===== config.mk =====
export PLATFORM = sky130hd
export DESIGN_NAME = request_arbiter_flat
export DESIGN_NICKNAME = d
export VERILOG_FILES = /design/src/verilog/sdram_pkg.sv /design/src/verilog/sdram_req_if.sv /design/src/verilog/request_arbiter.sv /design/src/flat_wrapper.sv
export SDC_FILE = /design/constraint.sdc
export NUM_CORES = 1
export LEC_CHECK = 0
export BUFFER_PORTS_ARGS = -buffer_cell sky130_fd_sc_hd__buf_2
export CAP_MARGIN = 20
export CORE_MARGIN = 2
export CORE_UTILIZATION = 50
export CTS_CLUSTER_SIZE = 14
export DETAILED_ROUTE_END_ITERATION = 6
export PLACE_DENSITY_LB_ADDON = 0.3
export SYNTH_ARGS = -nofsm -noshare
export SYNTH_HDL_FRONTEND = slang
export SYNTH_SLANG_ARGS = --single-unit

===== constraint.sdc =====
create_clock -name clk -period 1.7 [get_ports clk]
set_input_delay 0.34 -clock clk [delete_from_list [all_inputs] [get_ports clk]]
set_output_delay 0.34 -clock clk [all_outputs]
set_load 0.01 [all_outputs]

===== src/verilog/sdram_pkg.sv =====
// sdram_pkg
// shared widths, device command codes, sequencer states and timing
// constants for the 16-bit SDR SDRAM controller

package sdram_pkg;

	// ----------------------------------------------------------------------
	// data and address types
	// ----------------------------------------------------------------------
	typedef logic [31:0] word_t;      // host data word
	typedef logic [15:0] half_t;      // device data word
	typedef logic [3:0]  be_t;        // byte enables, bit i for byte i
	typedef logic [22:0] host_addr_t; // bank(2) row(13) column word(8)
	typedef logic [12:0] sd_addr_t;
	typedef logic [1:0]  sd_bank_t;
	typedef logic        chan_t;      // 0 is channel a, 1 is channel b

	// {ras_n, cas_n, we_n}
	typedef enum logic [2:0] {
		NOP          = 3'b111,
		ACTIVE       = 3'b011,
		READ         = 3'b101,
		WRITE        = 3'b100,
		PRECHARGE    = 3'b010,
		AUTO_REFRESH = 3'b001,
		LOAD_MODE    = 3'b000
	} sd_cmd_t;

	typedef enum logic [2:0] {
		ST_STARTUP,  // waiting for the power-up delay
		ST_INIT,     // precharge, two refreshes, mode load
		ST_IDLE,
		ST_ACT_WAIT, // row activate to column command gap
		ST_RW1,      // read, or low half of a write
		ST_WR2,      // high half of a write
		ST_WAIT      // counted nop cycles before idle
	} seq_state_t;

	// ----------------------------------------------------------------------
	// mode register and timing
	// ----------------------------------------------------------------------
	// single-location writes, standard op, cl 2, sequential, burst 2
	localparam sd_addr_t mode_word = {3'b000, 1'b1, 2'b00, 3'b010, 1'b0, 3'b001};

	localparam int cas_latency = 2;
	localparam int trp_cycles = 2;   // nops after the auto-precharging write
	localparam int trfc_cycles = 7;  // nops after auto refresh
	localparam int init_gap = 8;     // spacing of the init commands

endpackage


===== src/verilog/sdram_req_if.sv =====
// sdram_req_if
// one selected host request travelling from the arbiter to the sequencer;
// fields stay put while valid is high, take retires the request

interface sdram_req_if;
	import sdram_pkg::*;

	logic       valid;
	chan_t      chan;
	host_addr_t addr;
	word_t      wdata;
	be_t        be;
	logic       write;
	logic       take;  // one-cycle pulse from the sequencer

	modport arbiter (output valid, chan, addr, wdata, be, write, input take);
	modport sequencer (input valid, chan, addr, wdata, be, write, output take);

endinterface

===== src/verilog/request_arbiter.sv =====
// request_arbiter
// latches the request pulses of host channels a and b and presents one
// pending request at a time, channel a first

module request_arbiter (
	input  logic                 clk,
	input  logic                 rst,
	input  logic                 req_a,
	input  logic                 req_b,
	input  logic                 write_a,
	input  logic                 write_b,
	input  sdram_pkg::host_addr_t addr_a,
	input  sdram_pkg::host_addr_t addr_b,
	input  sdram_pkg::word_t     wdata_a,
	input  sdram_pkg::word_t     wdata_b,
	input  sdram_pkg::be_t       be_a,
	input  sdram_pkg::be_t       be_b,
	sdram_req_if.arbiter         req
);
	import sdram_pkg::*;

	logic [1:0] req_in;
	logic [1:0] write_in;
	host_addr_t addr_in [2];
	word_t      wdata_in [2];
	be_t        be_in [2];

	logic [1:0] pending;
	logic [1:0] cap_write;
	host_addr_t cap_addr [2];
	word_t      cap_wdata [2];
	be_t        cap_be [2];
	chan_t      sel;

	// index 0 is channel a, index 1 is channel b
	assign req_in = {req_b, req_a};
	assign write_in = {write_b, write_a};
	assign addr_in[0] = addr_a;
	assign addr_in[1] = addr_b;
	assign wdata_in[0] = wdata_a;
	assign wdata_in[1] = wdata_b;
	assign be_in[0] = be_a;
	assign be_in[1] = be_b;

	always_ff @(posedge clk) begin
		if (rst) begin
			pending <= '0;
		end else begin
			for (int i = 0; i < 2; i++) begin
				if (req_in[i])
					pending[i] <= 1'b1;
				else if (req.take && sel == chan_t'(i))
					pending[i] <= 1'b0;
			end
		end
	end

	always_ff @(posedge clk) begin
		for (int i = 0; i < 2; i++) begin
			if (req_in[i]) begin
				cap_write[i] <= write_in[i];
				cap_addr[i] <= addr_in[i];
				cap_wdata[i] <= wdata_in[i];
				cap_be[i] <= be_in[i];
			end
		end
	end

	assign sel = pending[0] ? 1'b0 : 1'b1; // fixed priority, a wins

	assign req.valid = |pending;
	assign req.chan = sel;
	assign req.addr = cap_addr[sel];
	assign req.wdata = cap_wdata[sel];
	assign req.be = cap_be[sel];
	assign req.write = cap_write[sel];

endmodule


===== src/flat_wrapper.sv =====
// flat-port wrapper written by rule: the top's interface ports become plain ports
module request_arbiter_flat import sdram_pkg::*;
  (clk, rst, req_a, req_b, write_a, write_b, addr_a, addr_b, wdata_a, wdata_b, be_a, be_b, req_valid, req_chan, req_addr, req_wdata, req_be, req_write, req_take);
  sdram_req_if req_i ();
  input  logic clk;
  input  logic rst;
  input  logic req_a;
  input  logic req_b;
  input  logic write_a;
  input  logic write_b;
  input  sdram_pkg::host_addr_t addr_a;
  input  sdram_pkg::host_addr_t addr_b;
  input  sdram_pkg::word_t wdata_a;
  input  sdram_pkg::word_t wdata_b;
  input  sdram_pkg::be_t be_a;
  input  sdram_pkg::be_t be_b;
  output wire logic [$bits(req_i.valid)-1:0] req_valid;
  output wire logic [$bits(req_i.chan)-1:0] req_chan;
  output wire logic [$bits(req_i.addr)-1:0] req_addr;
  output wire logic [$bits(req_i.wdata)-1:0] req_wdata;
  output wire logic [$bits(req_i.be)-1:0] req_be;
  output wire logic [$bits(req_i.write)-1:0] req_write;
  input wire logic [$bits(req_i.take)-1:0] req_take;
  assign req_valid = req_i.valid;
  assign req_chan = req_i.chan;
  assign req_addr = req_i.addr;
  assign req_wdata = req_i.wdata;
  assign req_be = req_i.be;
  assign req_write = req_i.write;
  assign req_i.take = req_take;
  request_arbiter u_core (.clk(clk), .rst(rst), .req_a(req_a), .req_b(req_b), .write_a(write_a), .write_b(write_b), .addr_a(addr_a), .addr_b(addr_b), .wdata_a(wdata_a), .wdata_b(wdata_b), .be_a(be_a), .be_b(be_b), .req(req_i));
endmodule

Word-level counts from Yosys, hierarchy flattened
Memory sizes are Yosys's and may differ from the RTL's.
Index checks and enable logic that the tools add are counted.
- logic and storage cells: 24
- memories: 3
- bits in writable memories: 118
- register bits after elaboration: 4
- output and inout port bits: 62
- memory list (name ; depth ; width ; rd ports ; clocked after Yosys merged registers in ; wr ports ; RTL line ; RTL):
    u_core.cap_wdata ; 2 ; 32 ; 1 ; 0 ; 2 ; request_arbiter.sv:31 ; word_t cap_wdata [2];
    u_core.cap_addr ; 2 ; 23 ; 1 ; 0 ; 2 ; request_arbiter.sv:30 ; host_addr_t cap_addr [2];
    u_core.cap_be ; 2 ; 4 ; 1 ; 0 ; 2 ; request_arbiter.sv:32 ; be_t cap_be [2];
- reduce and logical (&&, ||, !) cells: 5
- magnitude comparators: 1
- multiplexer cells: 11
- operators with widths (operator ; number):
    $mux 1 ; 11
    $reduce_bool 2->1 ; 2
    $logic_and 1x1->1 ; 2
    $lt 1x2->1 const B ; 1
    $reduce_or 2->1 ; 1

Longest topological paths before layout
- word-level depth: 4
- gate-level depth with buffers: 4

Worst setup path before layout
Ideal clock, no wire load.
- kind: register to output
- start: register u_core.pending[0]
- end: output req_addr[0]
- setup slack: 0.429 ns
- path buffers: 2
- arrival time: 0.931 ns
- required time: 1.360 ns
- cell stages (with the launch flop): 4
- cell sequence: dfxtp_1 > buf_6 > buf_6 > mux2_4
- word-level cells in the longest chain between the ends: 2
- RTL lines (element ; RTL line ; RTL):
    from (decl) ; request_arbiter.sv:28 ; logic [1:0] pending;
    from (signal assigned) ; request_arbiter.sv:47 ; pending <= '0;
    from (signal, indexed assignment) ; request_arbiter.sv:51 ; pending[i] <= 1'b1;
    from (signal, indexed assignment) ; request_arbiter.sv:53 ; pending[i] <= 1'b0;
    $mux 1 ; request_arbiter.sv:69 ; assign sel = pending[0] ? 1'b0 : 1'b1;
    $mem_v2 2x23 ; -- ;
    to (decl) ; flat_wrapper.sv:19 ; output wire logic [$bits(req_i.addr)-1:0] req_addr;
No other way between the ends.

Worst setup path in the final report
- start: register u_core.pending[0]
- end: output req_addr[4]
Same word-level chain as after synthesis.

==> summary.txt <==
Clock tree
  • Reg clk slew, reported paths: ~60 ps
  • Clock Path Buffers: 2
  • Clk_lat worst skew: roughly 500 ps
  • # clock sinks: 122
  • Clk root buf: clkbuf_8
  • CTS tree: yes
  • H-tree depth: 4
  • CTS Buf Count: 17

Synthesis
  • Cell variety after synth: 11
  • Syn Nets: around 320
  • Syn avg cell area: between 20 and 25 um2
  • Seq cells post-synth: 122
  • Area share of the largest cell type after synthesis: 0.774
  • Sequential area share after synthesis: 0.782
  • Synthesized instance count: approximately 200
  • Syn Std Cell Area: between 4000 and 5000 um2
  • Synth warn: 0
  • Biggest area consumer among synthesized cells: edfxtp_1
  • Synth area leaders: edfxtp_1 77%, mux2_4 18%, buf_6 1.7%, dfxtp_1 0.86%, mux2_2 0.73%

Finish
  • Storage element area: ~3600 um2
  • Multi-input gate area: about 940 um2
  • Most frequent cells in the layout: 133 x buf_2, 120 x edfxtp_1, 100 x dlygate4sd3_1
  • Ant. Diodes: 0
  • Ratio of cells with drive above 1 in the final layout: 0.555
  • Area grow syn2layout: 67.0%
  • Core Util, Final: 0.849
  • Design Area, Final: between 7000 and 8000 um2
  • Final #Nets: approximately 630
  • Most common cell after layout, fill and taps aside: buf_2
  • Fillers: just under 400

STA
  • Min Hold Slack: approximately 19 ps
  • Rel. slew slack: 0.760
  • Period minus WS final: approximately 2000 ps
  • Tcrit/Tclk final: 1.15
  • TNS Setup: -12900 ps
  • Worst Skew: about 0.27 ps
  • Worst-Margin Slew: 360 ps
  • Max-slew violations: 0
  • Unrepaired setup endpoints after global routing: true
  • Final Setup Violations: 61
  • Final WS setup: -259 ps
  • Fmax: 511 MHz
  • Hold Vio Cnt, Final: 0

Die
  • Height of the die: slightly above 100 um
  • Initial Utilization: 0.509
  • Core area: a little over 9000 um2
  • IO Pins: between 150 and 200
  • Die X: 101 um
  • Die area: around 10000 um2
  • FP Rows: 35

Detailed routing
  • Drt total wl: 12100 um
  • Wire per inst: 19.3 um
  • Via count: ~3000
  • DR vias/cell: 4.84
  • ANT nets after route: 0
  • Initial DRC count: approximately 140
  • Initial DRT Pass Iterations: 6
  • Post-route DRC: 0

Global route
  • Vias in the first global route: about 3200
  • First-pass GRT wire length: around 16000 um
  • Largest net degree at the start of global routing: 63
  • Initial antenna violation count: 0
  • Total gr overflow: 0
  • Total track usage: 0.219

Placement
  • Place WS: between 150 and 200 ps
  • Dpl cell area: 5750 um2
  • GP Congestion: 0.755
  • DP HPWL: about 5800 um
  • Port bufs: 186

Critical path
  • WP buf/inv: 3
  • CP Depth: 4
  • Data arrival, critical path: roughly 1600 ps
  • Worst setup SP type: flip-flop
  • Slowest cell on the critical path: dfxtp_4
  • Critical Path RT: ~1400 ps
  • Max stage delay on crit path: ~420 ps
  • Largest delay share family, worst path: flip-flops
  • Worst-path cell chain: buf_12 > buf_16 > mux2_4 > buf_6
  • Critical path class: reg -> out
  • Setup crit end kind: output port
  • R2R depth: 3
  • CP max FO: 7

Power and ir drop
  • Clock power share: 0.428
  • Switching power: 1.80 mW
  • Power Dens Cells: 1100 nW/um2
  • Int Power: approximately 6.7 mW
  • LEAKAGE: 3.30 nW
  • Peak supply drop: 0.000790 V
  • Net Sw Frac: 0.211
  • Comb pwr share: 0.144
  • Sequential Power Share: 0.429

Hold path
  • Hold crit path type: in -> reg
  • Hold depth: 1

Flow run
  • Total of max-cap violations: 0

Status
  • Outcome: finished with violations
  • Failing checks: setup timing
[cell type report]
cell class,instances,area share
Sequential cell,122,0.469
Timing Repair Buffer,295,0.315
Multi-Input combinational cell,66,0.121
Clock buffer,19,0.0542
Clock inverter,13,0.0227
Tap cell,111,0.0179
Inverter,2,0.000966
[through the flow]
step | total power, mW | std cells
after floorplan | 4.09 | 197
after global placement | 4.47 | 492
after detailed placement | 4.50 | 492
after CTS | 8.44 | 600
after global routing | 8.79 | 628
final | 8.53 | 628
[flip-flops by register name (all words and copies together) (netlist names)]
signal	count
u_core.cap_wdata	64
u_core.cap_addr	46
u_core.cap_write	2
u_core.pending	2
u_core.cap_be	8
[power groups by stage]
stage / Combinational [mW] / Clock [mW] / Sequential [mW]
after floorplan: 0.420 / 0 / 3.67
after global placement: 0.783 / 0 / 3.69
after detailed placement: 0.791 / 0 / 3.71
after CTS: 1.15 / 3.64 / 3.65
after global routing: 1.29 / 3.83 / 3.68
final: 1.23 / 3.65 / 3.66
[worst paths after layout]
| check | start | to | slack, ps |
|---|---|---|---|
| worst max-delay path | u_core.pending[0] | req_addr[4] | -260 |
| worst min-delay path | wdata_b[5] | u_core.cap_wdata[1][5] | 20 |
| worst max register to register | u_core.pending[0] | u_core.pending[1] | 710 |
| worst min register to register | u_core.pending[1] | u_core.pending[1] | 530 |
[synth_stat cells]
cell	n
edfxtp_1	120
mux2_2	3
buf_6	7
a21oi_1	1
nand2b_1	1
mux2_4	57
a211oi_2	1
dfxtp_1	2
nor2_1	2
or2_2	1
inv_1	2
[cell families after synthesis]
kind of cell,count (synthesis),synth area share
flops,122,0.782
mux,60,0.191
buf+inv,9,0.0185
simple gates,4,0.00430
compound gates,2,0.00376
[layer usage]
metal / up-vias / part of all wire / wire length [um] / GRT usage
met5: - / 0 / 0 / 0
met4: 0 / 0.018 / 213 / 0.0948
met3: 17 / 0.049 / 595 / 0.0562
met2: 126 / 0.57 / 6890 / 0.406
met1: 1498 / 0.37 / 4440 / 0.236
li1: 1396 / - / - / -
[repair_timing]
item,in CTS,in global routing
gates cloned,2,0
setup buffers,2,0
endpoints found under the hold margin,73,28
hold buffers,72,28
resized for setup,58,0
pin swaps,1,0
endpoints found under the setup margin,62,62
Power figures use the tool's default switching activity.
