**config.mk**
```make
export PLATFORM = sky130hd
export DESIGN_NAME = read_capture
export DESIGN_NICKNAME = d
export VERILOG_FILES = /design/src/verilog/sdram_pkg.sv /design/src/verilog/read_capture.sv
export SDC_FILE = /design/constraint.sdc
export NUM_CORES = 1
export LEC_CHECK = 0
export BUFFER_PORTS_ARGS = -buffer_cell sky130_fd_sc_hd__buf_2
export CAP_MARGIN = 20
export CORE_MARGIN = 2
export CORE_UTILIZATION = 25
export DETAILED_ROUTE_END_ITERATION = 10
export PLACE_DENSITY = 0.49
export SYNTH_ARGS = -nofsm -noshare
export SYNTH_HDL_FRONTEND = slang
export SYNTH_SLANG_ARGS = --single-unit
```
**constraint.sdc**
```tcl
create_clock -name clk -period 1.4 [get_ports clk]
set_input_delay 0.07 -clock clk [delete_from_list [all_inputs] [get_ports clk]]
set_output_delay 0.07 -clock clk [all_outputs]
set_load 0.02 [all_outputs]
```
**src/verilog/sdram_pkg.sv**
```systemverilog
// sdram_pkg
// shared widths, device command codes, sequencer states and timing
// constants for the 16-bit SDR SDRAM controller

package sdram_pkg;

	// ----------------------------------------------------------------------
	// data and address types
	// ----------------------------------------------------------------------
	typedef logic [31:0] word_t;      // host data word
	typedef logic [15:0] half_t;      // device data word
	typedef logic [3:0]  be_t;        // byte enables, bit i for byte i
	typedef logic [22:0] host_addr_t; // bank(2) row(13) column word(8)
	typedef logic [12:0] sd_addr_t;
	typedef logic [1:0]  sd_bank_t;
	typedef logic        chan_t;      // 0 is channel a, 1 is channel b

	// {ras_n, cas_n, we_n}
	typedef enum logic [2:0] {
		NOP          = 3'b111,
		ACTIVE       = 3'b011,
		READ         = 3'b101,
		WRITE        = 3'b100,
		PRECHARGE    = 3'b010,
		AUTO_REFRESH = 3'b001,
		LOAD_MODE    = 3'b000
	} sd_cmd_t;

	typedef enum logic [2:0] {
		ST_STARTUP,  // waiting for the power-up delay
		ST_INIT,     // precharge, two refreshes, mode load
		ST_IDLE,
		ST_ACT_WAIT, // row activate to column command gap
		ST_RW1,      // read, or low half of a write
		ST_WR2,      // high half of a write
		ST_WAIT      // counted nop cycles before idle
	} seq_state_t;

	// ----------------------------------------------------------------------
	// mode register and timing
	// ----------------------------------------------------------------------
	// single-location writes, standard op, cl 2, sequential, burst 2
	localparam sd_addr_t mode_word = {3'b000, 1'b1, 2'b00, 3'b010, 1'b0, 3'b001};

	localparam int cas_latency = 2;
	localparam int trp_cycles = 2;   // nops after the auto-precharging write
	localparam int trfc_cycles = 7;  // nops after auto refresh
	localparam int init_gap = 8;     // spacing of the init commands

endpackage

```
**src/verilog/read_capture.sv**
```systemverilog
// read_capture
// tracks issued reads through the CAS latency and assembles the two
// returning halfwords into the tagged channel's 32-bit word

module read_capture (
	input  logic              clk,
	input  logic              rst,
	input  sdram_pkg::half_t  dq_in,
	input  logic              rd_issue,
	input  sdram_pkg::chan_t  rd_chan,
	output sdram_pkg::word_t  rdata_a,
	output sdram_pkg::word_t  rdata_b,
	output logic              ready_rd_a,
	output logic              ready_rd_b
);
	import sdram_pkg::*;

	localparam int depth = cas_latency + 3;
	localparam int lo_stage = cas_latency;     // low half sits in dq_reg
	localparam int hi_stage = cas_latency + 1;

	half_t            dq_reg;
	logic [depth-1:0] stage_v;
	chan_t            stage_ch [depth];

	always_ff @(posedge clk) begin
		dq_reg <= dq_in;
	end

	always_ff @(posedge clk) begin
		if (rst)
			stage_v <= '0;
		else
			stage_v <= {stage_v[depth-2:0], rd_issue};
	end

	always_ff @(posedge clk) begin
		stage_ch[0] <= rd_chan;
		for (int i = 1; i < depth; i++)
			stage_ch[i] <= stage_ch[i-1];
	end

	always_ff @(posedge clk) begin
		if (stage_v[lo_stage]) begin
			if (stage_ch[lo_stage] == 1'b0)
				rdata_a[15:0] <= dq_reg;
			else
				rdata_b[15:0] <= dq_reg;
		end
		if (stage_v[hi_stage]) begin
			if (stage_ch[hi_stage] == 1'b0)
				rdata_a[31:16] <= dq_reg;
			else
				rdata_b[31:16] <= dq_reg;
		end
	end

	// word complete one cycle after the high half lands
	assign ready_rd_a = stage_v[depth-1] && (stage_ch[depth-1] == 1'b0);
	assign ready_rd_b = stage_v[depth-1] && (stage_ch[depth-1] == 1'b1);

endmodule

```
Word-level counts from Yosys, hierarchy flattened

Memory sizes are Yosys's and may differ from the RTL's.
Cells that the tools add are included.

Bitwise operators: 3
Reductions and logical operators: 6

Operator list:

| cell                | number |
|---|---|
| AND reduction 2 bit | 4 |
| NOT 1 bit           | 3 |
| logical AND 1 bit   | 2 |

Output and inout bits: 66
Memories kept: 1
Logic and storage cells: 16
Bits in writable memories: 5
Register bits after elaboration: 85

Memory list:

| memory   | words | width | rd ports | clocked after Yosys merged registers in | wr ports | RTL line           | text |
|---|---|---|---|---|---|---|---|
| stage_ch | 5     | 1     | 5        | 0                                       | 5        | read_capture.sv:24 | `chan_t stage_ch [depth];` |

Longest topological paths before layout

Gate-level depths: netlist of the first run.

Depth after elaboration: 2
Mapped depth: 1
Depth with buffers taken out: 1

Worst setup path before layout of the first run

No wires, ideal clock.

Kind: reg2reg
From: register stage_v[2]
To: register rdata_a[0], enable pin
Slack: -0.072 ns
Arrival: 1.082 ns
Buffers on the path: 0
Stages on the path, launching flop included: 2
Cell sequence: dfxtp_1 -> nor2b_1

Longest elaborated chain between the ends: 1

RTL lines:

| what                                 | RTL line           | text |
|---|---|---|
| start, declared                      | read_capture.sv:23 | `logic [depth-1:0] stage_v;` |
| start signal, assigned               | read_capture.sv:34 | `stage_v <= {stage_v[depth-2:0], rd_issue};` |
| AND reduction 2 bit (no source line) | -                  |  |
| end signal, assigned                 | read_capture.sv:46 | `rdata_a[15:0] <= dq_reg;` |
| end, declared                        | read_capture.sv:11 | `output sdram_pkg::word_t rdata_a,` |

No other way between the ends.
A chain may end at the register's enable or synchronous reset.

Final worst setup path of the first run

From: input rd_issue
To: register stage_v[0]

RTL lines:

| what            | RTL line          | text |
|---|---|---|
| start, declared | read_capture.sv:9 | `input logic rd_issue,` |

No word-level cell between the ends.

==> impl_metrics.env, run 1 <==
export IMPL_portBuffers=85
export IMPL_path_clk_slew_ps=90
export IMPL_layout_common_cells="buf_2, edfxtp_1, dfxtp_1"
export IMPL_hold_class="reg2reg"
export IMPL_htreeDepth=3
export IMPL_p_leak_uw=0.001382
export IMPL_final_hold_violation_count=0
export IMPL_max_stage_delay_ps=540
export IMPL_final_common_cell="buf_2"
export IMPL_ys_seq_elements=90
export IMPL_cap_violations=0
export IMPL_max_slew_worst_pin_slew_ps=187.1
export IMPL_rsz0062_at_grt="false"
export IMPL_postSynthCellCount=101
export IMPL_crit_type="in2reg"
export IMPL_critPathCaptureType="register"
export IMPL_cts_tree="done"
export IMPL_synth_area_sq_um=2511
export IMPL_ys_seq_area_share_pct=97.26
export IMPL_core_sq_um=9774
export IMPL_synth_net_count=121
export IMPL_routed_wirelength_microns=5284
export IMPL_grt_pass1_vias=1460
export IMPL_cts_sinks=90
export IMPL_dp_slack_ps=370.7
export IMPL_drtIter0Drc=48
export IMPL_finish_utilization_pct=36.35
export IMPL_crit_slowest_cell="dlygate4sd3_1"
export IMPL_clock_latency_ps=350
export IMPL_fmax_mhz=891.5
export IMPL_syn_to_final_growth_pct=41.50
export IMPL_ir_drop_mv=0.4995
export IMPL_syn_area_per_cell_sq_um=24.86
export IMPL_power_density_nw_per_um2=1315
export IMPL_dieArea_sq_um=10860
export IMPL_diodes=0
export IMPL_final_nets=245
export IMPL_die_x_microns=104.2
export IMPL_gp_congestion=0.7219
export IMPL_finalSetupViolations=0
export IMPL_die_h_microns=104.2
export IMPL_ant_nets=0
export IMPL_track_usage_pct=9.755
export IMPL_ys_types=4
export IMPL_hpwl_microns=3512
export IMPL_rows=36
export IMPL_initial_core_util_pct=25.69
export IMPL_fin_crit_ps=1122
export IMPL_cp_common_cell="dlygate4sd3_1"
export IMPL_slew_viol_final=0
export IMPL_numCtsBuffers=9
export IMPL_overflow=0
export IMPL_drtPass1Iterations=3
export IMPL_route_detailed_drc=0
export IMPL_crit_required_ps=1640
export IMPL_critPathMaxFanout=1
export IMPL_vias=1326
export IMPL_tns_ps=0
export IMPL_post_route_period_util_pct=80.12
export IMPL_synth_warnings=0
export IMPL_grt_pass1_wl_microns=7762
export IMPL_setup_slack_ps=278.3
export IMPL_wl_per_cell_microns=14.56
export IMPL_whs_ps=336.5
export IMPL_path_cells="dlygate4sd3_1 > buf_2 > nor2b_1 > dlygate4sd3_1"
export IMPL_start_kind="primary input"
export IMPL_clockRootBuffer="clkbuf_8"
export IMPL_drive_above_1_share_pct=48.26
export IMPL_antenna_found_initial=0
export IMPL_post_cts_buffers=0
export IMPL_finalClockSkew_ps=6.955
export IMPL_maxSlewHeadroom_pct=87.53
export IMPL_arrival_ps=1360
export IMPL_vias_per_cell=3.653
export IMPL_io_pins=86
export IMPL_clk_path_buf_depth=2
export IMPL_grt_max_degree=18
export IMPL_status="complete, no violations"
==> layout make-up <==
type | instances | area, sq um
Sequential cell | 90 | 2442
Timing Repair Buffer | 113 | 685.7
Fill cell | 964 | 6221
Clock inverter | 7 | 61.31
Multi-Input combinational cell | 11 | 73.82
Clock buffer | 9 | 123.9
Tap cell | 133 | 166.4
==> critical path, delay by kind of cell <==
kind / cells / cell delay, ps
and+or+nand+nor: 1 / 110
buffers and inverters: 3 / 1170
==> power breakdown <==
part           leakage (uW)  total (uW)  switching, uW  internal [uW]
Sequential         0.000795        2940           35.5           2900
Clock             0.0000940        1620            935            682
Combinational      0.000493         123           51.5           71.3
Total               0.00138        4670           1020           3650
==> what timing repair did <==
item,4_1_cts,5_1_grt
gates resized for setup,0,0
hold endpoints to repair,22,0
hold buffers,20,0
==> cells in the mapped netlist (all sizes together) <==
cell type / instances / area (sq um)
dfxtp: 26 / 520.5
nor2b: 8 / 50.05
and2: 3 / 18.77
edfxtp: 64 / 1922
==> stage by stage <==
step           area (sq um)  instances  power [uW]
2_1_floorplan          2516        101        3014
3_3_place_gp           3168        327        3077
3_5_place_dp           3168        327        3078
4_1_cts                3553        363        4733
5_1_grt                3553        363        4850
6_report               3553        363        4674
==> path summary, 6_finish.rpt <==
kind	startpoint	slack, ps	endpoint	depth (start not counted)
setup reg to reg	stage_v[3]$_SDFF_PP0_	350	rdata_a[22]$_DFFE_PP_	2
hold reg to reg	stage_ch[0][0]$_DFF_P_	340	stage_ch[0][1]$_DFF_P_	0
setup / recovery	rd_issue	280	stage_v[0]$_SDFF_PP0_	4
hold / removal	stage_ch[0][0]$_DFF_P_	340	stage_ch[0][1]$_DFF_P_	0
==> logic make-up after synthesis <==
kind of cell / after synthesis / synth area share (%)
DFF: 90 / 97.26
and+or+nand+nor: 11 / 2.741
==> layer usage <==
metal  vias up  part of all wire [%]  track usage, %
met5         -                     0               0
met4         0                  0.30           4.054
met3         2                   8.0           4.511
met2        59                    44           13.58
met1       641                    48           13.08
li1        624                     -               -
Note: power is estimated with default switching activity, not from simulation.
==> inputs of run 2 (changes only) <==
--- a/config.mk
+++ b/config.mk
@@ -10,7 +10,7 @@
 export CORE_MARGIN = 2
 export CORE_UTILIZATION = 25
 export DETAILED_ROUTE_END_ITERATION = 10
-export PLACE_DENSITY = 0.49
+export PLACE_DENSITY = 0.48
 export SYNTH_ARGS = -nofsm -noshare
 export SYNTH_HDL_FRONTEND = slang
 export SYNTH_SLANG_ARGS = --single-unit
==> constraint.sdc (replaced) <==
create_clock -name clk -period 1.1 [get_ports clk]
set_input_delay 0.055 -clock clk [delete_from_list [all_inputs] [get_ports clk]]
set_output_delay 0.055 -clock clk [all_outputs]
set_load 0.02 [all_outputs]
==> run 2 against run 1 <==
Compared with the run above: power increased by 30%; critical path depth fell by 2; cell count did not move; die area did not move; via count decreased by 0.90%; core utilization increased by 0.37 points; wire length increased by 0.11%; clock skew decreased by 2.2 ps; sequential power increased by 27%.
==> impl_metrics.env, run 2 (synthesized netlist as in run 1, its figures left out) <==
export IMPL_grt_pass1_vias=1385
export IMPL_n_fill_cell=931
export IMPL_dieArea_sq_um=10860
export IMPL_fmax_mhz=977.3
export IMPL_grt_use_met2_pct=14.99
export IMPL_start_kind="register"
export IMPL_critPathCaptureType="register"
export IMPL_r2r_slack_ps=80
export IMPL_critPathMaxFanout=6
export IMPL_path_clk_slew_ps=90
export IMPL_numCtsBuffers=9
export IMPL_clock_latency_ps=340
export IMPL_gp_congestion=0.6708
export IMPL_portBuffers=85
export IMPL_cts_tree="done"
export IMPL_io_pins=86
export IMPL_status="complete, no violations"
export IMPL_r2r_start="stage_v[3]$_SDFF_PP0_"
export IMPL_p_leak_uw=0.001388
export IMPL_cts_sinks=90
export IMPL_antenna_found_initial=0
export IMPL_syn_to_final_growth_pct=42.95
export IMPL_critical_path_endpoint="rdata_a[28]$_DFFE_PP_"
export IMPL_top_usage_layer="met2"
export IMPL_crit_type="reg2reg"
export IMPL_hpwl_microns=3523
export IMPL_diodes=0
export IMPL_track_usage_pct=10.27
export IMPL_finalSetupViolations=0
export IMPL_maxSlewHeadroom_pct=88.99
export IMPL_drtIter0Drc=93
export IMPL_power_density_nw_per_um2=1693
export IMPL_ir_drop_mv=0.6474
export IMPL_wl_per_cell_microns=14.57
export IMPL_final_common_cell="buf_2"
export IMPL_final_hold_violation_count=0
export IMPL_max_slew_worst_pin_slew_ps=164.4
export IMPL_rsz0062_at_grt="false"
export IMPL_reg2reg_to="rdata_a[28]$_DFFE_PP_"
export IMPL_overflow=0
export IMPL_slew_viol_final=0
export IMPL_fin_crit_ps=1023
export IMPL_hold_class="in2reg"
export IMPL_cp_startpoint="stage_v[3]$_SDFF_PP0_"
export IMPL_final_nets=245
export IMPL_post_route_period_util_pct=93.02
export IMPL_initial_core_util_pct=25.69
export IMPL_core_sq_um=9774
export IMPL_crit_required_ps=1160
export IMPL_power_uw=6078
export IMPL_layout_common_cells="buf_2, edfxtp_1, dfxtp_1"
export IMPL_finalClockSkew_ps=4.707
export IMPL_htreeDepth=3
export IMPL_setup_slack_ps=76.77
export IMPL_rows=36
export IMPL_r2r_cells=2
export IMPL_die_x_microns=104.2
export IMPL_clockRootBuffer="clkbuf_8"
export IMPL_grt_use_met1_pct=13.55
export IMPL_drive_above_1_share_pct=49.57
export IMPL_grt_max_degree=17
export IMPL_ant_nets=0
export IMPL_vias=1314
export IMPL_routed_wirelength_microns=5290
export IMPL_arrival_ps=1080
export IMPL_clk_path_buf_depth=2
export IMPL_dp_slack_ps=70.84
export IMPL_drtPass1Iterations=4
export IMPL_grt_pass1_wl_microns=8114
export IMPL_die_h_microns=104.2
export IMPL_vias_per_cell=3.620
export IMPL_cap_violations=0
export IMPL_grtUsageMet3_pct=3.947
export IMPL_route_detailed_drc=0
run 2: worst min-delay path by stage:
stage / from / slack, ps / cells past startpoint / to
final: dq_in[6] / 340 / 2 / dq_reg[6]$_DFF_P_
after global routing: rd_chan / 330 / 2 / stage_ch[0][0]$_DFF_P_
after CTS: rd_chan / 320 / 2 / stage_ch[0][0]$_DFF_P_
after detailed placement: dq_in[7] / 160 / 1 / dq_reg[7]$_DFF_P_
after global placement: dq_in[15] / 160 / 1 / dq_reg[15]$_DFF_P_
after floorplan: dq_in[0] / 80 / 0 / dq_reg[0]$_DFF_P_
run 2: routing by layer:
metal  up-vias  wire (microns)  share of wire, %
li1        623               -                 -
met1       625            2501                47
met2        60            2339                44
met3         6             375               7.1
met4         0              73               1.4
met5         -               0                 0
run 2: cell type report:
type	count	area (sq um)	area share [%]
well taps	133	166.4	4.636
flip-flops and latches	90	2444	68.07
clock buffers	10	127.6	3.555
repair buffers	113	708.2	19.73
multi-input cells	11	76.32	2.126
clock inverters	6	67.56	1.882
run 2: worst max-delay path, cell delays in order, from the launching register on:
cell and delay (ps):
dfxtp_1 340, nor2b_2 210, buf_4 190
run 2: what timing repair did:
action                     4_1_cts  5_1_grt
hold buffers                    20        0
hold endpoints to repair        22        0
gates resized for setup          0        1
buffers inserted                 0        0
setup endpoints to repair        0        2
run 2: report_power, final:
part / switching (uW) / internal [uW]
clock: 1130 / 1060
sequential: 44.6 / 3690
combinational: 65.2 / 91.4
total: 1240 / 4840
run 2: per-stage QoR:
stage               instances  setup TNS, ps  area (sq um)  hold WS, ps  utilization (%)
floorplan                 101          -2542          2519        82.72                -
global placement          328              0          3203        157.7            32.77
detailed placement        328              0          3203        158.6            32.77
CTS                       364              0          3598        316.0            36.82
global route              363              0          3590        325.6            36.73
finish                    363              0          3590        336.9            36.73
