**src/verilog/sdram_pkg.sv**
```systemverilog
// sdram_pkg
// shared widths, device command codes, sequencer states and timing
// constants for the 16-bit SDR SDRAM controller

package sdram_pkg;

	// ----------------------------------------------------------------------
	// data and address types
	// ----------------------------------------------------------------------
	typedef logic [31:0] word_t;      // host data word
	typedef logic [15:0] half_t;      // device data word
	typedef logic [3:0]  be_t;        // byte enables, bit i for byte i
	typedef logic [22:0] host_addr_t; // bank(2) row(13) column word(8)
	typedef logic [12:0] sd_addr_t;
	typedef logic [1:0]  sd_bank_t;
	typedef logic        chan_t;      // 0 is channel a, 1 is channel b

	// {ras_n, cas_n, we_n}
	typedef enum logic [2:0] {
		NOP          = 3'b111,
		ACTIVE       = 3'b011,
		READ         = 3'b101,
		WRITE        = 3'b100,
		PRECHARGE    = 3'b010,
		AUTO_REFRESH = 3'b001,
		LOAD_MODE    = 3'b000
	} sd_cmd_t;

	typedef enum logic [2:0] {
		ST_STARTUP,  // waiting for the power-up delay
		ST_INIT,     // precharge, two refreshes, mode load
		ST_IDLE,
		ST_ACT_WAIT, // row activate to column command gap
		ST_RW1,      // read, or low half of a write
		ST_WR2,      // high half of a write
		ST_WAIT      // counted nop cycles before idle
	} seq_state_t;

	// ----------------------------------------------------------------------
	// mode register and timing
	// ----------------------------------------------------------------------
	// single-location writes, standard op, cl 2, sequential, burst 2
	localparam sd_addr_t mode_word = {3'b000, 1'b1, 2'b00, 3'b010, 1'b0, 3'b001};

	localparam int cas_latency = 2;
	localparam int trp_cycles = 2;   // nops after the auto-precharging write
	localparam int trfc_cycles = 7;  // nops after auto refresh
	localparam int init_gap = 8;     // spacing of the init commands

endpackage

```
**src/verilog/sdram_req_if.sv**
```systemverilog
// sdram_req_if
// one selected host request travelling from the arbiter to the sequencer;
// fields stay put while valid is high, take retires the request

interface sdram_req_if;
	import sdram_pkg::*;

	logic       valid;
	chan_t      chan;
	host_addr_t addr;
	word_t      wdata;
	be_t        be;
	logic       write;
	logic       take;  // one-cycle pulse from the sequencer

	modport arbiter (output valid, chan, addr, wdata, be, write, input take);
	modport sequencer (input valid, chan, addr, wdata, be, write, output take);

endinterface
```
**src/verilog/command_sequencer.sv**
```systemverilog
// command_sequencer
// issues the device commands: power-up init, auto refresh, and per host
// request a row activate followed by a burst-2 read or two single writes,
// both closing the row with auto precharge

module command_sequencer (
	input  logic                clk,
	input  logic                rst,
	sdram_req_if.sequencer      req,
	input  logic                startup_done,
	input  logic                refresh_due,
	output logic                refresh_ack,
	output sdram_pkg::sd_cmd_t  cmd,
	output logic                cs_n,
	output sdram_pkg::sd_bank_t ba,
	output sdram_pkg::sd_addr_t a,
	output logic [1:0]          dqm,
	output sdram_pkg::half_t    dq_out,
	output logic                dq_oe,
	output logic                rd_issue,
	output sdram_pkg::chan_t    rd_chan,
	output logic                wr_done,
	output sdram_pkg::chan_t    wr_chan
);
	import sdram_pkg::*;

	localparam logic [3:0] gap_load = 4'(init_gap - 1);
	localparam logic [3:0] trfc_load = 4'(trfc_cycles - 1);
	localparam logic [3:0] trp_load = 4'(trp_cycles - 1);
	localparam logic [3:0] read_tail = 4'd3; // idle four cycles after READ

	seq_state_t state;
	logic [3:0] wait_cnt;
	logic [1:0] init_step;

	// request being served
	host_addr_t cur_addr;
	word_t      cur_wdata;
	be_t        cur_be;
	logic       cur_write;
	chan_t      cur_chan;

	assign req.take = (state == ST_IDLE) && !refresh_due && req.valid;

	assign rd_chan = cur_chan;
	assign wr_chan = cur_chan;

	always_ff @(posedge clk) begin
		if (rst) begin
			state <= ST_STARTUP;
			wait_cnt <= '0;
			init_step <= '0;
			cmd <= NOP;
			cs_n <= 1'b1; // deselected until the first precharge
			ba <= '0;
			a <= '0;
			dqm <= 2'b00;
			dq_oe <= 1'b0;
			rd_issue <= 1'b0;
			wr_done <= 1'b0;
			refresh_ack <= 1'b0;
		end else begin
			cmd <= NOP;
			dqm <= 2'b00;
			dq_oe <= 1'b0;
			rd_issue <= 1'b0;
			wr_done <= 1'b0;
			refresh_ack <= 1'b0;

			case (state)
				// ------------------------------------------------------------
				// power-up
				// ------------------------------------------------------------
				ST_STARTUP: begin
					if (startup_done) begin
						cmd <= PRECHARGE;
						cs_n <= 1'b0;
						ba <= '0;
						a <= 13'h0400; // a10 high, all banks
						wait_cnt <= gap_load;
						init_step <= '0;
						state <= ST_INIT;
					end
				end

				ST_INIT: begin
					if (wait_cnt != '0) begin
						wait_cnt <= wait_cnt - 1'b1;
					end else begin
						wait_cnt <= gap_load;
						init_step <= init_step + 1'b1;
						case (init_step)
							2'd0, 2'd1: cmd <= AUTO_REFRESH;
							2'd2: begin
								cmd <= LOAD_MODE;
								a <= mode_word;
							end
							default: state <= ST_IDLE;
						endcase
					end
				end

				// ------------------------------------------------------------
				// normal operation
				// ------------------------------------------------------------
				ST_IDLE: begin
					if (refresh_due) begin // refresh beats a waiting request
						cmd <= AUTO_REFRESH;
						refresh_ack <= 1'b1;
						wait_cnt <= trfc_load;
						state <= ST_WAIT;
					end else if (req.valid) begin
						cmd <= ACTIVE;
						ba <= req.addr[22:21];
						a <= req.addr[20:8]; // row
						cur_addr <= req.addr;
						cur_wdata <= req.wdata;
						cur_be <= req.be;
						cur_write <= req.write;
						cur_chan <= req.chan;
						state <= ST_ACT_WAIT;
					end
				end

				ST_ACT_WAIT: state <= ST_RW1;

				ST_RW1: begin
					if (cur_write) begin
						cmd <= WRITE;
						a <= {4'b0000, cur_addr[7:0], 1'b0}; // no precharge yet
						dq_out <= cur_wdata[15:0];
						dq_oe <= 1'b1;
						dqm <= ~cur_be[1:0];
						state <= ST_WR2;
					end else begin
						cmd <= READ;
						a <= {2'b00, 1'b1, 1'b0, cur_addr[7:0], 1'b0}; // auto precharge
						rd_issue <= 1'b1;
						wait_cnt <= read_tail;
						state <= ST_WAIT;
					end
				end

				ST_WR2: begin
					cmd <= WRITE;
					a <= {2'b00, 1'b1, 1'b0, cur_addr[7:0], 1'b1}; // odd column, precharge
					dq_out <= cur_wdata[31:16];
					dq_oe <= 1'b1;
					dqm <= ~cur_be[3:2];
					wr_done <= 1'b1;
					wait_cnt <= trp_load;
					state <= ST_WAIT;
				end

				ST_WAIT: begin
					if (wait_cnt == '0)
						state <= ST_IDLE;
					else
						wait_cnt <= wait_cnt - 1'b1;
				end

				default: state <= ST_STARTUP;
			endcase
		end
	end

endmodule

```
**src/flat_wrapper.sv**
```systemverilog
// flat-port wrapper written by rule: the top's interface ports become plain ports
module command_sequencer_flat import sdram_pkg::*;
  (clk, rst, startup_done, refresh_due, refresh_ack, cmd, cs_n, ba, a, dqm, dq_out, dq_oe, rd_issue, rd_chan, wr_done, wr_chan, req_valid, req_chan, req_addr, req_wdata, req_be, req_write, req_take);
  sdram_req_if req_i ();
  input  logic clk;
  input  logic rst;
  input  logic startup_done;
  input  logic refresh_due;
  output logic refresh_ack;
  output sdram_pkg::sd_cmd_t cmd;
  output logic cs_n;
  output sdram_pkg::sd_bank_t ba;
  output sdram_pkg::sd_addr_t a;
  output logic [1:0] dqm;
  output sdram_pkg::half_t dq_out;
  output logic dq_oe;
  output logic rd_issue;
  output sdram_pkg::chan_t rd_chan;
  output logic wr_done;
  output sdram_pkg::chan_t wr_chan;
  input wire logic [$bits(req_i.valid)-1:0] req_valid;
  input wire logic [$bits(req_i.chan)-1:0] req_chan;
  input wire logic [$bits(req_i.addr)-1:0] req_addr;
  input wire logic [$bits(req_i.wdata)-1:0] req_wdata;
  input wire logic [$bits(req_i.be)-1:0] req_be;
  input wire logic [$bits(req_i.write)-1:0] req_write;
  output wire logic [$bits(req_i.take)-1:0] req_take;
  assign req_i.valid = req_valid;
  assign req_i.chan = req_chan;
  assign req_i.addr = req_addr;
  assign req_i.wdata = req_wdata;
  assign req_i.be = req_be;
  assign req_i.write = req_write;
  assign req_take = req_i.take;
  command_sequencer u_core (.clk(clk), .rst(rst), .req(req_i), .startup_done(startup_done), .refresh_due(refresh_due), .refresh_ack(refresh_ack), .cmd(cmd), .cs_n(cs_n), .ba(ba), .a(a), .dqm(dqm), .dq_out(dq_out), .dq_oe(dq_oe), .rd_issue(rd_issue), .rd_chan(rd_chan), .wr_done(wr_done), .wr_chan(wr_chan));
endmodule
```
**config.mk**
```make
export PLATFORM = sky130hd
export DESIGN_NAME = command_sequencer_flat
export DESIGN_NICKNAME = d
export VERILOG_FILES = /design/src/verilog/sdram_pkg.sv /design/src/verilog/sdram_req_if.sv /design/src/verilog/command_sequencer.sv /design/src/flat_wrapper.sv
export SDC_FILE = /design/constraint.sdc
export NUM_CORES = 1
export LEC_CHECK = 0
export ABC_AREA = 1
export ABC_CLOCK_PERIOD_IN_PS = 5700
export CAP_MARGIN = 20
export CORE_UTILIZATION = 35
export CTS_CLUSTER_SIZE = 28
export DETAILED_ROUTE_END_ITERATION = 12
export DONT_BUFFER_PORTS = 1
export PLACE_DENSITY_LB_ADDON = 0.08
export SLEW_MARGIN = 5
export SYNTH_ARGS = -nofsm -noshare
export SYNTH_HDL_FRONTEND = slang
export SYNTH_SLANG_ARGS = --single-unit
```
**constraint.sdc**
```tcl
create_clock -name clk -period 5.7 [get_ports clk]
set_clock_uncertainty 0.1 [all_clocks]
set_input_delay 1.14 -clock clk [delete_from_list [all_inputs] [get_ports clk]]
set_output_delay 1.14 -clock clk [all_outputs]
set_load 0.05 [all_outputs]
```
Word level (Yosys, flattened, before mapping)

Cells that the tools add are included.

Register bits after elaboration: 96
Latch bits: 0
Memory bits (writable): 0
ROM bits: 0
Input port bits: 66
Output and inout bits: 44
Word-level logic and storage cells: 113
Memories: 0

$add $sub $neg: 2
Multipliers: 0
Divide/modulo/power cells: 0
Magnitude comparators: 0
Eq/ne operators: 20
Shift operators: 0
Multiplexer cells: 43
Bitwise operators: 6
Reduce and logical (&&, ||, !) cells: 24

Operator list:

| operator                                              | count |
|---|---|
| 2-to-1 mux 13 bit                                     | 5 |
| case mux 13 bit (5 select lines)                      | 1 |
| case mux 16 bit (2 select lines)                      | 1 |
| 2-to-1 mux 3 bit                                      | 10 |
| case mux 4 bit (6 select lines)                       | 1 |
| case mux 3 bit (7 select lines)                       | 1 |
| 2-to-1 mux 4 bit                                      | 5 |
| 2-to-1 mux 16 bit                                     | 1 |
| inequality test 2 bit, second input constant          | 8 |
| case mux 3 bit (5 select lines)                       | 1 |
| 2-to-1 mux 2 bit                                      | 6 |
| case mux 2 bit (2 select lines)                       | 3 |
| 2-to-1 mux 11 bit                                     | 1 |
| AND reduction 5 bit                                   | 2 |
| equality test 3 bit, second input constant            | 3 |
| AND reduction 4 bit                                   | 2 |
| equality test 3 x 2 -> 1 bit, second input constant   | 2 |
| inequality test 2 x 1 -> 1 bit, second input constant | 3 |
| case mux 3 bit (2 select lines)                       | 1 |
| AND reduction 3 bit                                   | 2 |
| AND reduction 6 bit                                   | 1 |
| nonzero test 2 bit                                    | 3 |
| nonzero test 6 bit                                    | 1 |
| OR reduction 2 bit                                    | 3 |
| 19 further kinds                                      | 28 |

Depth between registers and ports, before layout

Word-level depth: 5
Depth in mapped cells: 12
Mapped depth without buffers: 11

Worst setup path after synthesis

No wires, ideal clock.

Kind: input -> register
From: input port refresh_due
To: register u_core.cur_addr[0] (enable)
Setup time: 0.506 ns
Arrival time: 4.433 ns
Data required time: 5.094 ns
Path slack: 0.661 ns
Cell stages on the path: 3
Path buffers: 0
Cells stage by stage: inv_1 -> nand2_2 -> nor3_1

Word-level cells in the longest chain between the ends: 2

Ends and longest elaborated chain:

| element                              | line                     | text |
|---|---|---|
| from (decl)                          | flat_wrapper.sv:8        | `input logic refresh_due;` |
| inverter 1 bit (no source line)      | n/a                      |  |
| AND reduction 4 bit (no source line) | n/a                      |  |
| to (signal assigned)                 | command_sequencer.sv:116 | `cur_addr <= req.addr;` |
| to (decl)                            | command_sequencer.sv:37  | `host_addr_t cur_addr;` |

No other way between the ends.
A chain may end at the register's enable or synchronous reset.

Worst setup path after layout

From: register u_core.state[1]
To: output port req_take

Word-level cells in the longest chain between the ends: 3

Ends and longest elaborated chain:

| element                         | line                    | text |
|---|---|---|
| from (decl)                     | command_sequencer.sv:32 | `seq_state_t state;` |
| from (signal assigned)          | command_sequencer.sv:50 | `state <= ST_STARTUP;` |
| from (signal assigned)          | command_sequencer.sv:82 | `state <= ST_INIT;` |
| from (signal assigned)          | command_sequencer.sv:98 | `default: state <= ST_IDLE;` |
| equality test 3 x 2 -> 1 bit    | command_sequencer.sv:43 | `assign req.take = (state == ST_IDLE) && !refresh_due && req.valid;` |
| logical AND 1 bit (2 in series) | command_sequencer.sv:43 |  |
| to (decl)                       | flat_wrapper.sv:27      | `output wire logic [$bits(req_i.take)-1:0] req_take;` |

No other way between the ends.

==> reports/results.env <==
SYNTHARSTFLOPSHARE_PCT=0
SYNTH-WARNING-COUNT=0
DRTPASS1ITERATIONS=4
FINISH.INSTANCE_AREA_UM2=4080
POST_SYNTH_SIMPLE_GATE_AREA_PCT=22.3
POST_CTS_RESIZE_COUNT=0
TOTAL_INSERTED_ANTENNA_CELLS=0
CRITICAL_PATH_REQUIRED_NS=4.46
SETUP_VIOLATIONS=0
CTS.REPORTEDPATHS.CLKPINSLEW_NS=0.10
CTS-HOLD-FIX-BUFFERS=0
POSTSYNTHAREAPERCELL_UM2=10.2
DRIVE_ABOVE_1_SHARE_PCT=8.49
GRT_MAX_DEGREE=47
CLK_PATH_BUF_DEPTH=2
SYNTH_ENABLE_FLOP_CELLS=62
POST_CTS_SETUP_REPAIR_BUFS=0
WORSTMARGINPINSLEW_NS=0.977
PLACEMENT_ROWS=37
GRT_OVERFLOW_TOTAL=0
TIMING.MAX_CAP.VIOLATIONS=0
CTS_TREE='built'
PLACED_AREA_UM2=3910
SYNTH_COMPOUND_GATE_AREA_SHARE_PCT=5.42
SYNTHESIS.AREA_UM2=3810
BUFFER_PORTS.INSERTED=0
DRT-INITIAL-DRC-COUNT=156
PLACEDCELLCOUNT=497
CLK_ROOT_BUFFER_CELL='clkbuf_8'
I_O_PINS=110
VDD_IR_DROP_MAX_mV=0.203
POST-ROUTE-DRC-COUNT=0
POST_SYNTH_FA_HA_MAJ_AREA_FRACTION_PCT=0.985
SYNTH_TOP_FAMILY_BY_AREA='simple AND/OR/NAND/NOR gates'
NATURE_OF_THE_CRITICAL_PATH_ENDPOINT='output pin'
ANT_NETS=0
GLOBALROUTETOTALUTIL_PCT=15.1
H_TREE_DEPTH=3
SETUP.WORST_PATH.START_CLASS='register'
POSTSYNTHCELLCOUNT=372
POWER_PER_CELL_AREA_nW_PER_UM2=507
FIN_CRIT_NS=3.47
FINAL-MAX-SLEW-VIOLATION-COUNT=0
AVERAGE_VIAS_PER_PLACED_INSTANCE=4.77
CTS.SINKS=96
HOLD_VIOL_FINAL=0
MAX-SLEW-MARGIN-REL_PCT=34.6
CORE_BOX_AREA_UM2=10400
DESIGN.DIE.AREA_UM2=11300
NUMCTSBUFFERS=9
SYNTH_SEQUENTIAL_AREA_RATIO_PCT=66.7
HOLD_PATH_CLASS='register to register'
WL_PER_CELL_UM=15.8
SYNTH_FF_TYPE='edfxtp_1'
NUM-NETS-FINAL=441
LAYOUTNONFILLERINSTCOUNT=513
SETUP_TOTAL_NEGATIVE_SLACK_NS=0
FIN_CRIT_SH_PCT=60.9
SYNTH-XOR-AREA-SHARE_PCT=0.230
ROUTE.FINAL.WIRE_LENGTH_UM=8110
ROUTED-VIA-COUNT=2446
GRT_ANTENNA_BEFORE_REPAIR=0
WORSTPATHMAXFANOUT=17
GPL.FINAL_WEIGHTED_CONGESTION=0.839
WIDTH_OF_THE_CHIP_UM=106
HOLD_WS_NS=0.359
FIRST_GLOBAL_VIAS=2526
SYN_TO_FINAL_GROWTH_PCT=7.19
CLOCK_LATENCY_NS=0.36
SYN_NETS=441
DIE_HEIGHT_UM=106
RSZ_0062_RAISED_AFTER_GLOBAL_ROUTING='no'
INITIAL_UTILIZATION_PCT=36.6
TIMING.SETUP.CRITICAL_PATH_CLASS='register to output pin'
CLOCK.FMAX_MHz=288
CRITPATHARRIVALTIME_NS=2.23
HPWL_DETAILED_UM=5600
GRT_FIRST_PASS_WIRELENGTH_UM=12700
SYNTH.FF_LATCH_COUNT=96
YS_TYPES=31
RUN_STATUS='complete, no violations'
MUXSHAREOFSYNTHAREA_PCT=0
P_LEAK_nW=1.63
stage by stage:
step	power (mW)	utilization (%)	worst slack, ns
4_1_cts	2.09	39.2	2.20
6_report	2.07	39.2	2.23
3_5_place_dp	1.68	37.6	2.38
3_3_place_gp	1.68	37.6	2.41
5_1_grt	2.22	39.2	2.08
2_1_floorplan	1.58	-	0.661
cells in the final DEF, fill, tap and decap left out, types with 2 or more instances in the layout:
| master | count |
|---|---|
| ha_1 | 3 |
| o22a_1 | 2 |
| o21ai_0 | 7 |
| edfxtp_1 | 62 |
| nand2_2 | 3 |
| nor2_2 | 3 |
| clkinv_2 | 3 |
| nor3_1 | 2 |
| nor2_1 | 53 |
| clkbuf_8 | 9 |
| inv_2 | 3 |
| a22oi_1 | 7 |
| inv_1 | 20 |
| a21oi_1 | 14 |
| nand2_1 | 120 |
| dfxtp_1 | 34 |
| nand3_1 | 14 |
| nand3_2 | 2 |
cells by family after synthesis:
kind of cell | after synthesis
AOI/OAI and AO/OA | 34
buffers and inverters | 35
and+or+nand+nor | 203
adders and majority gates | 3
xor gates and xnor gates | 1
DFF | 96
state kept, by name, indices dropped and copies added (netlist names):
| name | flops |
|---|---|
| u_core.rd_chan | 1 |
| u_core.cur_be | 4 |
| u_core.dqm | 2 |
| u_core.cur_wdata | 32 |
| u_core.cur_write | 1 |
| u_core.cs_n | 1 |
| u_core.refresh_ack | 1 |
| u_core.cur_addr | 8 |
| u_core.wait_cnt | 4 |
| u_core.init_step | 2 |
| u_core.cmd | 3 |
| u_core.a | 13 |
| u_core.dq_out | 16 |
| u_core.ba | 2 |
| u_core.dq_oe | 1 |
| u_core.wr_done | 1 |
| u_core.state | 3 |
| u_core.rd_issue | 1 |
routing by layer:
layer / vias up / wire length [um] / track usage (%)
met2: 78 / 4010 / 25.7
met1: 1130 / 3250 / 15.9
met3: 14 / 661 / 6.87
met4: 0 / 185 / 6.75
li1: 1224 / - / -
met5: - / 0 / 0
report_power, final:
group / switching, mW / internal [mW]
registers: 0.255 / 0.837
clock network: 0.245 / 0.162
logic: 0.390 / 0.180
Yosys cell counts (all sizes together), types with 3 or more instances:
| cell type | count | area share [%] |
|---|---|---|
| a21oi | 14 | 1.8 |
| a22oi | 7 | 1.4 |
| buf | 10 | 1.9 |
| dfxtp | 34 | 18 |
| edfxtp | 62 | 49 |
| ha | 3 | 0.99 |
| inv | 23 | 2.3 |
| nand2 | 124 | 13 |
| nand3 | 16 | 2.4 |
| nor2 | 58 | 6.5 |
| nor3 | 3 | 0.39 |
| o21ai | 8 | 1.1 |
final timing paths:
kind	startpoint	to	slack, ns	depth (start not counted)
max	u_core.state[1]$_SDFFE_PP0P_	req_take	2.23	4
max reg2reg	u_core.state[2]$_SDFFE_PP0P_	u_core.dq_out[15]$_DFFE_PP_	3.16	4
min	u_core.wait_cnt[0]$_SDFFE_PP0P_	u_core.wait_cnt[0]$_SDFFE_PP0P_	0.36	2
min reg2reg	u_core.wait_cnt[0]$_SDFFE_PP0P_	u_core.wait_cnt[0]$_SDFFE_PP0P_	0.36	2
worst max-delay path: stages, from the launching register on:
cell and delay, ns:
dfxtp_1 0.62, nand2_4 0.12, nor2_8 0.25, nand2_2 0.12
nor2_1 0.76
layout make-up:
| class | instances | area [um^2] |
|---|---|---|
| multi-input cells | 241 | 1110 |
| fillers | 1071 | 6330 |
| clock buffers | 10 | 128 |
| inverters | 23 | 86.3 |
| flip-flops and latches | 96 | 2540 |
| repair buffers | 1 | 7.51 |
| clock inverters | 6 | 43.8 |
| well taps | 136 | 170 |
(Power assumes the default switching activity.)
